[src/common/conv_params.svh]
`ifndef CONV_PARAMS_SVH
`define CONV_PARAMS_SVH

// Datapath widths
`define CONV_DATA_W 8
`define CONV_ACC_W 20
`define CONV_OUT_W 16

// Layer shape
`define CONV_CH_IN 4
`define CONV_CH_OUT 3

// Output alignment FIFO
`define CONV_FIFO_DEPTH 8
// Occupancy that starts streaming
`define CONV_OUT_START 4

`endif

[src/common/conv_pkg.sv]
`include "conv_params.svh"

package conv_pkg;

  ////////////////////////////////////////////////////////////
  // Data words
  ////////////////////////////////////////////////////////////
  typedef logic signed [`CONV_DATA_W-1:0] pixel_t;
  typedef logic signed [`CONV_DATA_W-1:0] weight_t;
  typedef logic signed [`CONV_ACC_W-1:0] acc_t;
  typedef logic signed [`CONV_OUT_W-1:0] out_t;

  // Channel indices
  typedef logic [$clog2(`CONV_CH_IN)-1:0] ic_idx_t;
  typedef logic [$clog2(`CONV_CH_OUT)-1:0] oc_idx_t;

  ////////////////////////////////////////////////////////////
  // Control encodings
  ////////////////////////////////////////////////////////////
  // Role of a beat inside one output channel's sum
  typedef enum logic [1:0] {
    MAC_FIRST,
    MAC_ACC,
    MAC_LAST
  } mac_op_t;

  typedef enum logic {
    RP_FILL,
    RP_PLAY
  } replay_state_t;

  // One replayed channel value with its position
  typedef struct packed {
    pixel_t  data;
    ic_idx_t ic;
    oc_idx_t oc;
    mac_op_t op;
  } replay_beat_t;

endpackage

[src/conv1x1/conv_line_replay.sv]
`include "conv_params.svh"

module conv_line_replay (
  input  logic                  clk,
  input  logic                  reset,
  input  logic                  pixel_valid,
  input  conv_pkg::pixel_t      pixel_in,
  output logic                  beat_valid,
  output conv_pkg::replay_beat_t beat
);

  localparam conv_pkg::ic_idx_t IC_LAST = conv_pkg::ic_idx_t'(`CONV_CH_IN - 1);
  localparam conv_pkg::oc_idx_t OC_LAST = conv_pkg::oc_idx_t'(`CONV_CH_OUT - 1);

  conv_pkg::replay_state_t state;
  conv_pkg::ic_idx_t       ic;
  conv_pkg::oc_idx_t       oc;
  conv_pkg::pixel_t        line_buf [`CONV_CH_IN];

  ////////////////////////////////////////////////////////////
  // Fill and replay control
  ////////////////////////////////////////////////////////////
  // ic doubles as the fill pointer while collecting a group
  always_ff @(posedge clk) begin
    if (reset) begin
      state <= conv_pkg::RP_FILL;
      ic    <= '0;
      oc    <= '0;
    end else if (state == conv_pkg::RP_FILL) begin
      if (pixel_valid) begin
        ic <= (ic == IC_LAST) ? '0 : ic + 1'b1;
        if (ic == IC_LAST) begin
          state <= conv_pkg::RP_PLAY;
          oc    <= '0;
        end
      end
    end else begin
      ic <= (ic == IC_LAST) ? '0 : ic + 1'b1;
      if (ic == IC_LAST) begin
        oc <= (oc == OC_LAST) ? '0 : oc + 1'b1;
        // Last beat of the group
        if (oc == OC_LAST) state <= conv_pkg::RP_FILL;
      end
    end
  end

  // Group storage
  always_ff @(posedge clk) begin
    if (state == conv_pkg::RP_FILL && pixel_valid) line_buf[ic] <= pixel_in;
  end

  ////////////////////////////////////////////////////////////
  // Beat output
  ////////////////////////////////////////////////////////////
  assign beat_valid = (state == conv_pkg::RP_PLAY);

  always_comb begin
    beat.data = line_buf[ic];
    beat.ic   = ic;
    beat.oc   = oc;
    if (ic == '0) beat.op = conv_pkg::MAC_FIRST;
    else if (ic == IC_LAST) beat.op = conv_pkg::MAC_LAST;
    else beat.op = conv_pkg::MAC_ACC;
  end

endmodule

[src/conv1x1/conv_weight_store.sv]
`include "conv_params.svh"

module conv_weight_store (
  input  logic              clk,
  input  logic              reset,
  input  logic              weight_valid,
  input  conv_pkg::weight_t weight_in,
  input  conv_pkg::ic_idx_t rd_ic,
  input  conv_pkg::oc_idx_t rd_oc,
  output conv_pkg::weight_t rd_weight
);

  localparam int TABLE_N = `CONV_CH_IN * `CONV_CH_OUT;
  localparam int ADDR_W  = $clog2(TABLE_N);

  localparam logic [ADDR_W-1:0] ADDR_LAST = ADDR_W'(TABLE_N - 1);

  conv_pkg::weight_t weight_mem [TABLE_N];
  logic [ADDR_W-1:0] wr_ptr;
  logic [ADDR_W-1:0] rd_addr;

  ////////////////////////////////////////////////////////////
  // Sequential load
  ////////////////////////////////////////////////////////////
  // Entries arrive oc-major, so the pointer walks the table linearly
  always_ff @(posedge clk) begin
    if (reset) begin
      wr_ptr <= '0;
    end else if (weight_valid) begin
      wr_ptr <= (wr_ptr == ADDR_LAST) ? '0 : wr_ptr + 1'b1;
    end
  end

  always_ff @(posedge clk) begin
    if (weight_valid) weight_mem[wr_ptr] <= weight_in;
  end

  ////////////////////////////////////////////////////////////
  // Beat-addressed read
  ////////////////////////////////////////////////////////////
  // Same layout as the load order: oc * CH_IN + ic
  assign rd_addr = ADDR_W'(rd_oc) * ADDR_W'(`CONV_CH_IN) + ADDR_W'(rd_ic);

  assign rd_weight = weight_mem[rd_addr];

endmodule

[src/conv1x1/conv_mac.sv]
`include "conv_params.svh"

module conv_mac (
  input  logic                   clk,
  input  logic                   reset,
  input  logic                   beat_valid,
  input  conv_pkg::replay_beat_t beat,
  input  conv_pkg::weight_t      weight,
  output logic                   sum_valid,
  output conv_pkg::out_t         sum
);

  // Signed output range, held at accumulator width
  localparam conv_pkg::acc_t OUT_MAX = conv_pkg::acc_t'(2 ** (`CONV_OUT_W - 1) - 1);
  localparam conv_pkg::acc_t OUT_MIN = conv_pkg::acc_t'(-(2 ** (`CONV_OUT_W - 1)));

  logic signed [2*`CONV_DATA_W-1:0] prod;
  conv_pkg::acc_t                   acc;
  conv_pkg::acc_t                   acc_base;
  conv_pkg::acc_t                   acc_next;
  conv_pkg::out_t                   sum_sat;

  ////////////////////////////////////////////////////////////
  // Product and running sum
  ////////////////////////////////////////////////////////////
  always_comb begin
    prod     = beat.data * weight;
    // A new output channel starts from zero
    acc_base = (beat.op == conv_pkg::MAC_FIRST) ? '0 : acc;
    acc_next = acc_base + conv_pkg::acc_t'(prod);
  end

  // Clamp to the output word
  always_comb begin
    if (acc_next > OUT_MAX) sum_sat = conv_pkg::out_t'(OUT_MAX);
    else if (acc_next < OUT_MIN) sum_sat = conv_pkg::out_t'(OUT_MIN);
    else sum_sat = conv_pkg::out_t'(acc_next);
  end

  always_ff @(posedge clk) begin
    if (beat_valid) acc <= acc_next;
  end

  ////////////////////////////////////////////////////////////
  // Result register
  ////////////////////////////////////////////////////////////
  always_ff @(posedge clk) begin
    if (reset) begin
      sum_valid <= 1'b0;
    end else begin
      sum_valid <= beat_valid && (beat.op == conv_pkg::MAC_LAST);
    end
  end

  always_ff @(posedge clk) begin
    if (beat_valid && beat.op == conv_pkg::MAC_LAST) sum <= sum_sat;
  end

endmodule

[src/hw/conv_out_align.sv]
`include "conv_params.svh"

module conv_out_align (
  input  logic           clk,
  input  logic           reset,
  input  logic           sum_valid,
  input  conv_pkg::out_t sum,
  output conv_pkg::out_t pixel_out,
  output logic           valid_out
);

  localparam int PTR_W = $clog2(`CONV_FIFO_DEPTH);
  localparam int CNT_W = $clog2(`CONV_FIFO_DEPTH + 1);

  conv_pkg::out_t   fifo_mem [`CONV_FIFO_DEPTH];
  logic [PTR_W-1:0] wr_ptr;
  logic [PTR_W-1:0] rd_ptr;
  logic [CNT_W-1:0] count;
  logic             started;
  logic             full;
  logic             empty;
  logic             wr_en;
  logic             rd_en;

  assign full  = (count == CNT_W'(`CONV_FIFO_DEPTH));
  assign empty = (count == '0);
  // A write into a full buffer is dropped
  assign wr_en = sum_valid && !full;
  assign rd_en = started && !empty;

  ////////////////////////////////////////////////////////////
  // Circular buffer
  ////////////////////////////////////////////////////////////
  // Depth is a power of two, pointers wrap on their own
  always_ff @(posedge clk) begin
    if (reset) begin
      wr_ptr  <= '0;
      rd_ptr  <= '0;
      count   <= '0;
      started <= 1'b0;
    end else begin
      if (wr_en) wr_ptr <= wr_ptr + 1'b1;
      if (rd_en) rd_ptr <= rd_ptr + 1'b1;
      count <= count + CNT_W'(wr_en) - CNT_W'(rd_en);
      // Sticky until reset
      if (count == CNT_W'(`CONV_OUT_START)) started <= 1'b1;
    end
  end

  always_ff @(posedge clk) begin
    if (wr_en) fifo_mem[wr_ptr] <= sum;
  end

  ////////////////////////////////////////////////////////////
  // Registered output
  ////////////////////////////////////////////////////////////
  always_ff @(posedge clk) begin
    if (reset) valid_out <= 1'b0;
    else valid_out <= rd_en;
  end

  always_ff @(posedge clk) begin
    if (rd_en) pixel_out <= fifo_mem[rd_ptr];
  end

endmodule

[src/hw/conv_1x1_layer.sv]
module conv_1x1_layer (
  input  logic              clk,
  input  logic              reset,
  input  logic              weight_valid,
  input  conv_pkg::weight_t weight_in,
  input  logic              pixel_valid,
  input  conv_pkg::pixel_t  pixel_in,
  output conv_pkg::out_t    pixel_out,
  output logic              valid_out
);

  // Replay beats feed both the weight read and the MAC
  logic                   beat_valid;
  conv_pkg::replay_beat_t beat;
  conv_pkg::weight_t      beat_weight;
  logic                   sum_valid;
  conv_pkg::out_t         sum;

  conv_line_replay u_line_replay (
    .clk        (clk),
    .reset      (reset),
    .pixel_valid(pixel_valid),
    .pixel_in   (pixel_in),
    .beat_valid (beat_valid),
    .beat       (beat)
  );

  // Configuration block next to the MAC it drives
  conv_weight_store u_weight_store (
    .clk         (clk),
    .reset       (reset),
    .weight_valid(weight_valid),
    .weight_in   (weight_in),
    .rd_ic       (beat.ic),
    .rd_oc       (beat.oc),
    .rd_weight   (beat_weight)
  );

  conv_mac u_mac (
    .clk       (clk),
    .reset     (reset),
    .beat_valid(beat_valid),
    .beat      (beat),
    .weight    (beat_weight),
    .sum_valid (sum_valid),
    .sum       (sum)
  );

  conv_out_align u_out_align (
    .clk      (clk),
    .reset    (reset),
    .sum_valid(sum_valid),
    .sum      (sum),
    .pixel_out(pixel_out),
    .valid_out(valid_out)
  );

endmodule

[config.mk]
export PLATFORM = sky130hd
export DESIGN_NAME = conv_1x1_layer
export DESIGN_NICKNAME = d
export VERILOG_FILES = /design/src/common/conv_pkg.sv /design/src/conv1x1/conv_line_replay.sv /design/src/conv1x1/conv_weight_store.sv /design/src/conv1x1/conv_mac.sv /design/src/hw/conv_out_align.sv /design/src/hw/conv_1x1_layer.sv
export VERILOG_INCLUDE_DIRS = /design/src /design/src/common
export SDC_FILE = /design/constraint.sdc
export NUM_CORES = 1
export LEC_CHECK = 0
export ABC_AREA = 1
export ABC_CLOCK_PERIOD_IN_PS = 8800
export BUFFER_PORTS_ARGS = -buffer_cell sky130_fd_sc_hd__buf_2
export CAP_MARGIN = 20
export CORE_UTILIZATION = 60
export DETAILED_ROUTE_END_ITERATION = 8
export HOLD_SLACK_MARGIN = 0.15
export PLACE_DENSITY = 0.79
export SYNTH_ARGS = -nofsm -noshare
export SYNTH_HDL_FRONTEND = slang
export SYNTH_HIERARCHICAL = 1
export SYNTH_SLANG_ARGS = --single-unit
[constraint.sdc]
create_clock -name clk -period 8.8 [get_ports clk]
set_clock_uncertainty 0.05 [all_clocks]
set_input_delay 1.32 -clock clk [delete_from_list [all_inputs] [get_ports clk]]
set_output_delay 1.32 -clock clk [all_outputs]
set_load 0.005 [all_outputs]
==> Word-level counts from Yosys, hierarchy flattened <==
Memories as Yosys holds them, arrays and structs flattened. A register that Yosys moved wholly into a read port is not among the register bits.
Cells that the tools add are included.
{ "totals": {"ramBits": 256, "regBits": 58, "word_cells": 71, "inputBits": 20, "n_memories": 3, "output_inout_bits": 17} }
{ "mem_list": {"columns": ["memory", "depth", "word_bits", "rd", "rd_clocked_by_memory_dff", "wr", "line", "text"], "rows": [
  ["u_out_align.fifo_mem", 8, 16, 1, 1, 1, "conv_out_align.sv:15", "conv_pkg::out_t fifo_mem [`CONV_FIFO_DEPTH];"],
  ["u_weight_store.weight_mem", 12, 8, 1, 0, 1, "conv_weight_store.sv:18", "conv_pkg::weight_t weight_mem [TABLE_N];"],
  ["u_line_replay.line_buf", 4, 8, 1, 1, 1, "conv_line_replay.sv:18", "conv_pkg::pixel_t line_buf [`CONV_CH_IN];"]
]} }
{ "op_classes": {"n_reduce_logical": 11, "n_eq_ne": 6, "order_cmp": 2, "n_mul": 1, "bitwise": 1, "addsub": 9, "mux": 26} }
{ "ops": {"columns": ["operator", "count"], "rows": [
  ["$mux 2", 12],
  ["$add 20x16->20", 1],
  ["$gt 20x16->1 const B", 1],
  ["$lt 20x16->1 const B", 1],
  ["$mux 20", 1],
  ["$mul 8x8->16", 1],
  ["$mux 16", 1],
  ["$mux 1", 11],
  ["$eq 4x4->1 const B", 2],
  ["$add 3x1->3 const B", 2],
  ["$eq 2x2->1 const B", 3],
  ["$add 2x1->2 const B", 2],
  ["$add 4x1->4", 1],
  ["$add 4x1->4 const B", 1],
  ["$add 4x2->4", 1],
  ["$eq 4x3->1 const B", 1],
  ["$logic_and 1x1->1", 4],
  ["$logic_not 2->1", 2],
  ["$logic_not 4->1", 1],
  ["$mux 4", 1],
  ["$sub 4x1->4", 1],
  ["$logic_not 1->1", 2],
  ["$reduce_and 2->1", 1],
  ["$reduce_bool 2->1", 1],
  ["$not 1->1", 1]
]} }

==> Logic depth before layout (Yosys ltp) <==
{ "logic_depth": {"depth_word": 8, "ltp_mapped": 37} }

==> Cells and area by module <==
Netlist, hierarchy kept.
{ "modules_own_cells": {"columns": ["module", "area_each_um2", "seq_area_each_um2", "cells_each", "instances"], "rows": [
  ["conv_out_align", 6745.2, 4564.4, 669, 1],
  ["conv_mac", 5421.4, 1101.1, 644, 1],
  ["conv_weight_store", 4334.2, 2962.8, 403, 1],
  ["conv_line_replay", 1647.8, 1101.1, 147, 1]
]} }

==> Worst setup path after synthesis <==
OpenSTA, ideal clock, no wires.
{ "synth_path": {"kind": "flip-flop to flip-flop", "startpoint": "register u_line_replay.ic[0]", "endpoint": "register u_mac.sum[1] (data pin)", "setup_ns": 0.252, "t_arrival_ns": 5.590, "path_slack_ns": 2.907, "path_stages_with_launch": 31, "period_less_slack_ns": 5.893, "path_cell_list": "dfxtp_1 -> buf_6 -> inv_6 -> buf_6 -> nand2_1 -> nand3_1 -> nand3_1 -> nand3_1 -> nand2_1 -> clkbuf_1 -> nand2_1 -> inv_1 -> fa_1 -> fa_1 -> inv_1 -> fa_1 -> fa_1 -> inv_1 -> ha_1 -> ha_1 -> nand2_2 -> nor2_1 -> inv_1 -> or2_1 -> nand3_2 -> nand3_2 -> nand2_4 -> nand2_4 -> buf_8 -> nand2_1 -> nand2_1"} }
{ "synth_rtl": {"columns": ["element", "line", "text"], "rows": [
  ["from (decl)", "conv_line_replay.sv:16", "conv_pkg::ic_idx_t ic;"],
  ["from (signal assigned)", "conv_line_replay.sv:31", "ic <= (ic == IC_LAST) ? '0 : ic + 1'b1;"],
  ["from (signal assigned)", "conv_line_replay.sv:38", "ic <= (ic == IC_LAST) ? '0 : ic + 1'b1;"],
  ["$add 4x2->4 (*)", "conv_weight_store.sv:42", "assign rd_addr = ADDR_W'(rd_oc) * ADDR_W'(`CONV_CH_IN) + ADDR_W'(rd_ic);"],
  ["$mem_v2 12x8 (*)", null, null],
  ["via beat_weight[0]", "conv_1x1_layer.sv:15", "conv_pkg::weight_t beat_weight;"],
  ["$mul 8x8->16 (*)", "conv_mac.sv:27", "prod = beat.data * weight;"],
  ["$add 20x16->20 (*)", "conv_mac.sv:30", "acc_next = acc_base + conv_pkg::acc_t'(prod);"],
  ["via u_mac.acc_next[19]", "conv_mac.sv:20", "conv_pkg::acc_t acc_next;"],
  ["$lt 20x16->1", "conv_mac.sv:36", "else if (acc_next < OUT_MIN) sum_sat = conv_pkg::out_t'(OUT_MIN);"],
  ["$mux 16", "conv_mac.sv:36", null],
  ["to (signal assigned)", "conv_mac.sv:56", "if (beat_valid && beat.op == conv_pkg::MAC_LAST) sum <= sum_sat;"],
  ["to (decl)", "conv_mac.sv:10", "output conv_pkg::out_t sum"]
]} }
Mark *: on every way through the listed nets, which the timed path passes. The rest lies on a longest branch.
A chain may end at the register's enable or synchronous reset.

==> Worst setup path in the final report <==
{ "layout_path": {"startpoint": "register u_line_replay.ic[0]", "endpoint": "register u_mac.sum[14] (data pin)"} }
{ "layout_rtl": {"columns": ["element", "line"], "rows": [
  ["$add 4x2->4 (*)", "conv_weight_store.sv:42"],
  ["$mem_v2 12x8 (*)", null],
  ["via beat_weight[7]", "conv_1x1_layer.sv:15"],
  ["$mul 8x8->16 (*)", "conv_mac.sv:27"],
  ["$add 20x16->20 (*)", "conv_mac.sv:30"],
  ["$lt 20x16->1", "conv_mac.sv:36"],
  ["$mux 16", "conv_mac.sv:36"]
]} }
Marks and branches as above.

==> summary.md <==
| Metric | Value |
|---|---|
| Worst rel slew slack | `32.8%` |
| Post-detailed-routing wire length | `around 37000 um` |
| First-pass GRT wire length | `roughly 60000 um` |
| Setup TNS | `0 ps` |
| Hold Crit Class | `reg2reg` |
| Routability congestion estimate | `0.877` |
| Layout cells sized above 1 | `6.59%` |
| DRT iter0 DRCs | `1104` |
| XOR/XNOR Fraction of Synth Area | `less than 1%` |
| Routed len/inst | `between 15 and 20 um` |
| Largest family of logic cells by synthesized area | `simple AND/OR/NAND/NOR gates` |
| CTS root buf | `clkbuf_16` |
| Total CTS buffers | `35` |
| RSZ-0062 raised after global routing | `false` |
| CP Class | `reg2reg` |
| Reg2Reg Depth | `27` |
| Synth-to-layout area growth | `8.07%` |
| Adder-cell share of the synthesized area | `between 10% and 20%` |
| Grt ovf | `0` |
| Reg2reg end | `u_mac/sum[14]` |
| Hold buffer count at cts | `0` |
| Hpwl dp | `24000 um` |
| Yosys reg bits | `approximately 330` |
| Vias in the first global route | `12521` |
| First drt pass iteration count | `5` |
| Avg Synthesized Cell Area | `~9.7 um2` |
| Max_cap viols | `0` |
| Overall routing resource usage | `between 20% and 30%` |
| Initial Util | `about three fifths` |
| DIE AREA | `roughly 31000 um2` |
| Crit path largest cell delay | `slightly below 900 ps` |
| CP startpoint kind | `flip-flop` |
| Synthesized area | `between 15000 and 20000 um2` |
| Footprint of the multi-input gates | `between 6000 and 7000 um2` |
| Synth Net Count | `between 2000 and 2500` |
| Worst Hold End | `u_out_align/wr_ptr[0]` |
| IO Count | `37` |
| Drt drc | `0` |
| Core Rows | `63` |
| Gr busiest metal | `met2` |
| FF-to-FF Start | `u_line_replay/ic[0]` |
| Vias per inst | `~5.3` |
| Core area | `around 30000 um2` |
| Diode count | `0` |
| Final Cycle Share | `81.2%` |
| Post-CTS setup buffers | `0` |
| Synth cell types | `38` |
| GR Util met3 | `4.18%` |
| Fmax | `roughly 0.14 GHz` |
| Simple-gate share of the synthesized area | `~18%` |
| Hold path cells | `2` |
| Synth warn | `6` |
| Min-delay src | `u_out_align/wr_ptr[0]` |
| Met1 usage | `between 30% and 40%` |
| Proportion of synthesized area in mux cells | `0%` |
| Most frequent CP cell | `nand2_1` |
| Initial antenna violation count | `0` |
| Port Buf Inserts | `36` |
| Max Root-Sink Buffers | `3` |
| CTS H-tree depth | `2` |
| Status | `complete, no violations` |
| Worst Path Required | `around 9000 ps` |
| Hold Vio Cnt, Final | `0` |
| Post-Syn Instances | `roughly 1900` |
| Clk_lat worst skew | `about 530 ps` |
| Chip width | `roughly 180 um` |
| R2R Setup Slk | `around 1700 ps` |
| Post-CTS Resized | `0` |
| Final setup viols | `0` |
| Critical-path top delay cell | `dfxtp_2` |
| Antenna Nets Post-Route | `0` |
| Met2 Use GR | `44.1%` |
| CTS tree | `done` |
| Worst-path fanout max | `45` |
| Final min period | `just over 7000 ps` |
| Arr. time, crit path | `7370 ps` |
| Largest net degree at the start of global routing | `69` |
| Synth Area in Compound Gates | `about 2.3%` |
| Register Area | `around 9700 um2` |
| Routed vias | `roughly 12000` |
| Final Max Slew Viols | `0` |
| Worst slew pin tran | `about 1000 ps` |
| Fillers | `around 2200` |
| Die extent in y | `176 um` |
| Sequential fraction of the synthesis area | `between 50% and 60%` |
| Reg clk slew, reported paths | `around 60 ps` |
| Crit. End Element | `flip-flop` |
| CTS Sinks | `332` |
| Final nets | `between 2000 and 2500` |
[worst max-delay path by stage]
| stage | start | slack, ps | depth (start not counted) | to |
|---|---|---|---|---|
| after floorplan | u_line_replay/ic[0] | 2910 | 30 | u_mac/sum[1] |
| after CTS | u_line_replay/ic[0] | 1690 | 27 | u_mac/sum[14] |
| after global routing | u_line_replay/ic[0] | 1140 | 27 | u_mac/sum[11] |
| final | u_line_replay/ic[0] | 1650 | 27 | u_mac/sum[14] |
| after global placement | u_line_replay/ic[0] | 1890 | 26 | u_mac/sum[1] |
| after detailed placement | u_line_replay/ic[0] | 1700 | 27 | u_mac/sum[14] |
[registers in the layout, summed over array words and instances (netlist names), named ones only]
name and flops:
u_mac/acc 20, u_out_align/fifo_mem 128, u_line_replay/beat_valid 1, u_out_align/wr_ptr 3
u_line_replay/line_buf 32, u_line_replay/ic 2, u_out_align/started 1, u_line_replay/oc 2
u_mac/sum 16, u_mac/sum_valid 1, u_weight_store/wr_ptr 4, u_out_align/rd_ptr 3
u_weight_store/weight_mem 96, u_out_align/count 4, u_out_align/pixel_out 16, u_out_align/valid_out 1
[Yosys cell counts, drive strengths merged]
cell type	count	share of area [%]
a21boi	1	0.041
a21oi	32	0.92
buf	44	2.0
clkbuf	20	0.41
clkinv	2	0.041
dfxtp	24	2.6
edfxtp	308	51
fa	89	9.8
ha	64	4.4
inv	425	8.8
nand2	540	11
nand3	139	3.9
nand3b	2	0.083
nand4	4	0.14
nor2	103	2.2
nor3	4	0.14
nor3b	1	0.041
nor4	1	0.034
o211ai	8	0.33
o21a	1	0.041
o21ai	35	0.97
o21bai	1	0.041
or2	3	0.10
xnor2	7	0.34
xor2	5	0.24
[critical path, delay by kind of cell, from the launching register on]
family | cells | cell delay, ps
buf+inv | 5 | 970
fa+ha+maj | 6 | 2980
simple gates | 16 | 1970
flops | 1 | 870
[stage by stage]
step                      utilization, %  cells  area (um2)  worst slack (ps)  hold slack (ps)
final                               66.0   2303       19600              1650              483
after global routing                66.0   2303       19600              1140              523
after CTS                           65.9   2302       19600              1690              477
after detailed placement            62.3   2242       18500              1700              470
after global placement              62.3   2242       18500              1890              455
after floorplan                        -   1863       18100              2910              428
[per-layer routing]
layer,part of all wire (%),routed length (um)
met5,0,0
met1,40,14800
met2,49,18400
met3,7.4,2760
met4,3.6,1330
[cell families after synthesis]
logic type | count (synthesis)
XOR/XNOR | 12
AND/OR/NAND/NOR | 797
AO/OA/AOI/OAI | 78
buffers and inverters | 491
adder cells (fa/ha/maj) | 153
flip-flops | 332
[final cells by class]
| type | instances | area share, % |
|---|---|---|
| flip-flops and latches | 332 | 49.6 |
| multi-input cells | 1040 | 32.6 |
| inverters | 427 | 8.20 |
| clock buffers | 43 | 4.62 |
| well taps | 390 | 2.49 |
| repair buffers | 54 | 1.67 |
| clock inverters | 17 | 0.855 |
[cell usage in the layout (no fill, tap or decap), types with 3 or more instances in the layout]
master,n
ha_1,64
a21oi_1,30
nor2_1,99
o21ai_1,18
nand3_1,137
clkbuf_16,35
buf_4,17
o21ai_0,17
xnor2_1,7
dfxtp_1,22
xor2_1,5
nand2_4,3
o211ai_1,8
fa_1,89
edfxtp_1,308
clkinv_1,10
clkbuf_1,8
buf_2,36
nand2_1,530
clkinv_2,3
inv_2,3
inv_1,421
nand4_1,4
nor2_2,4
nand2_2,7
Power is left out: the tool's default activity adds up to more than one toggle a clock period on the data nets, which glitch-free logic cannot reach.
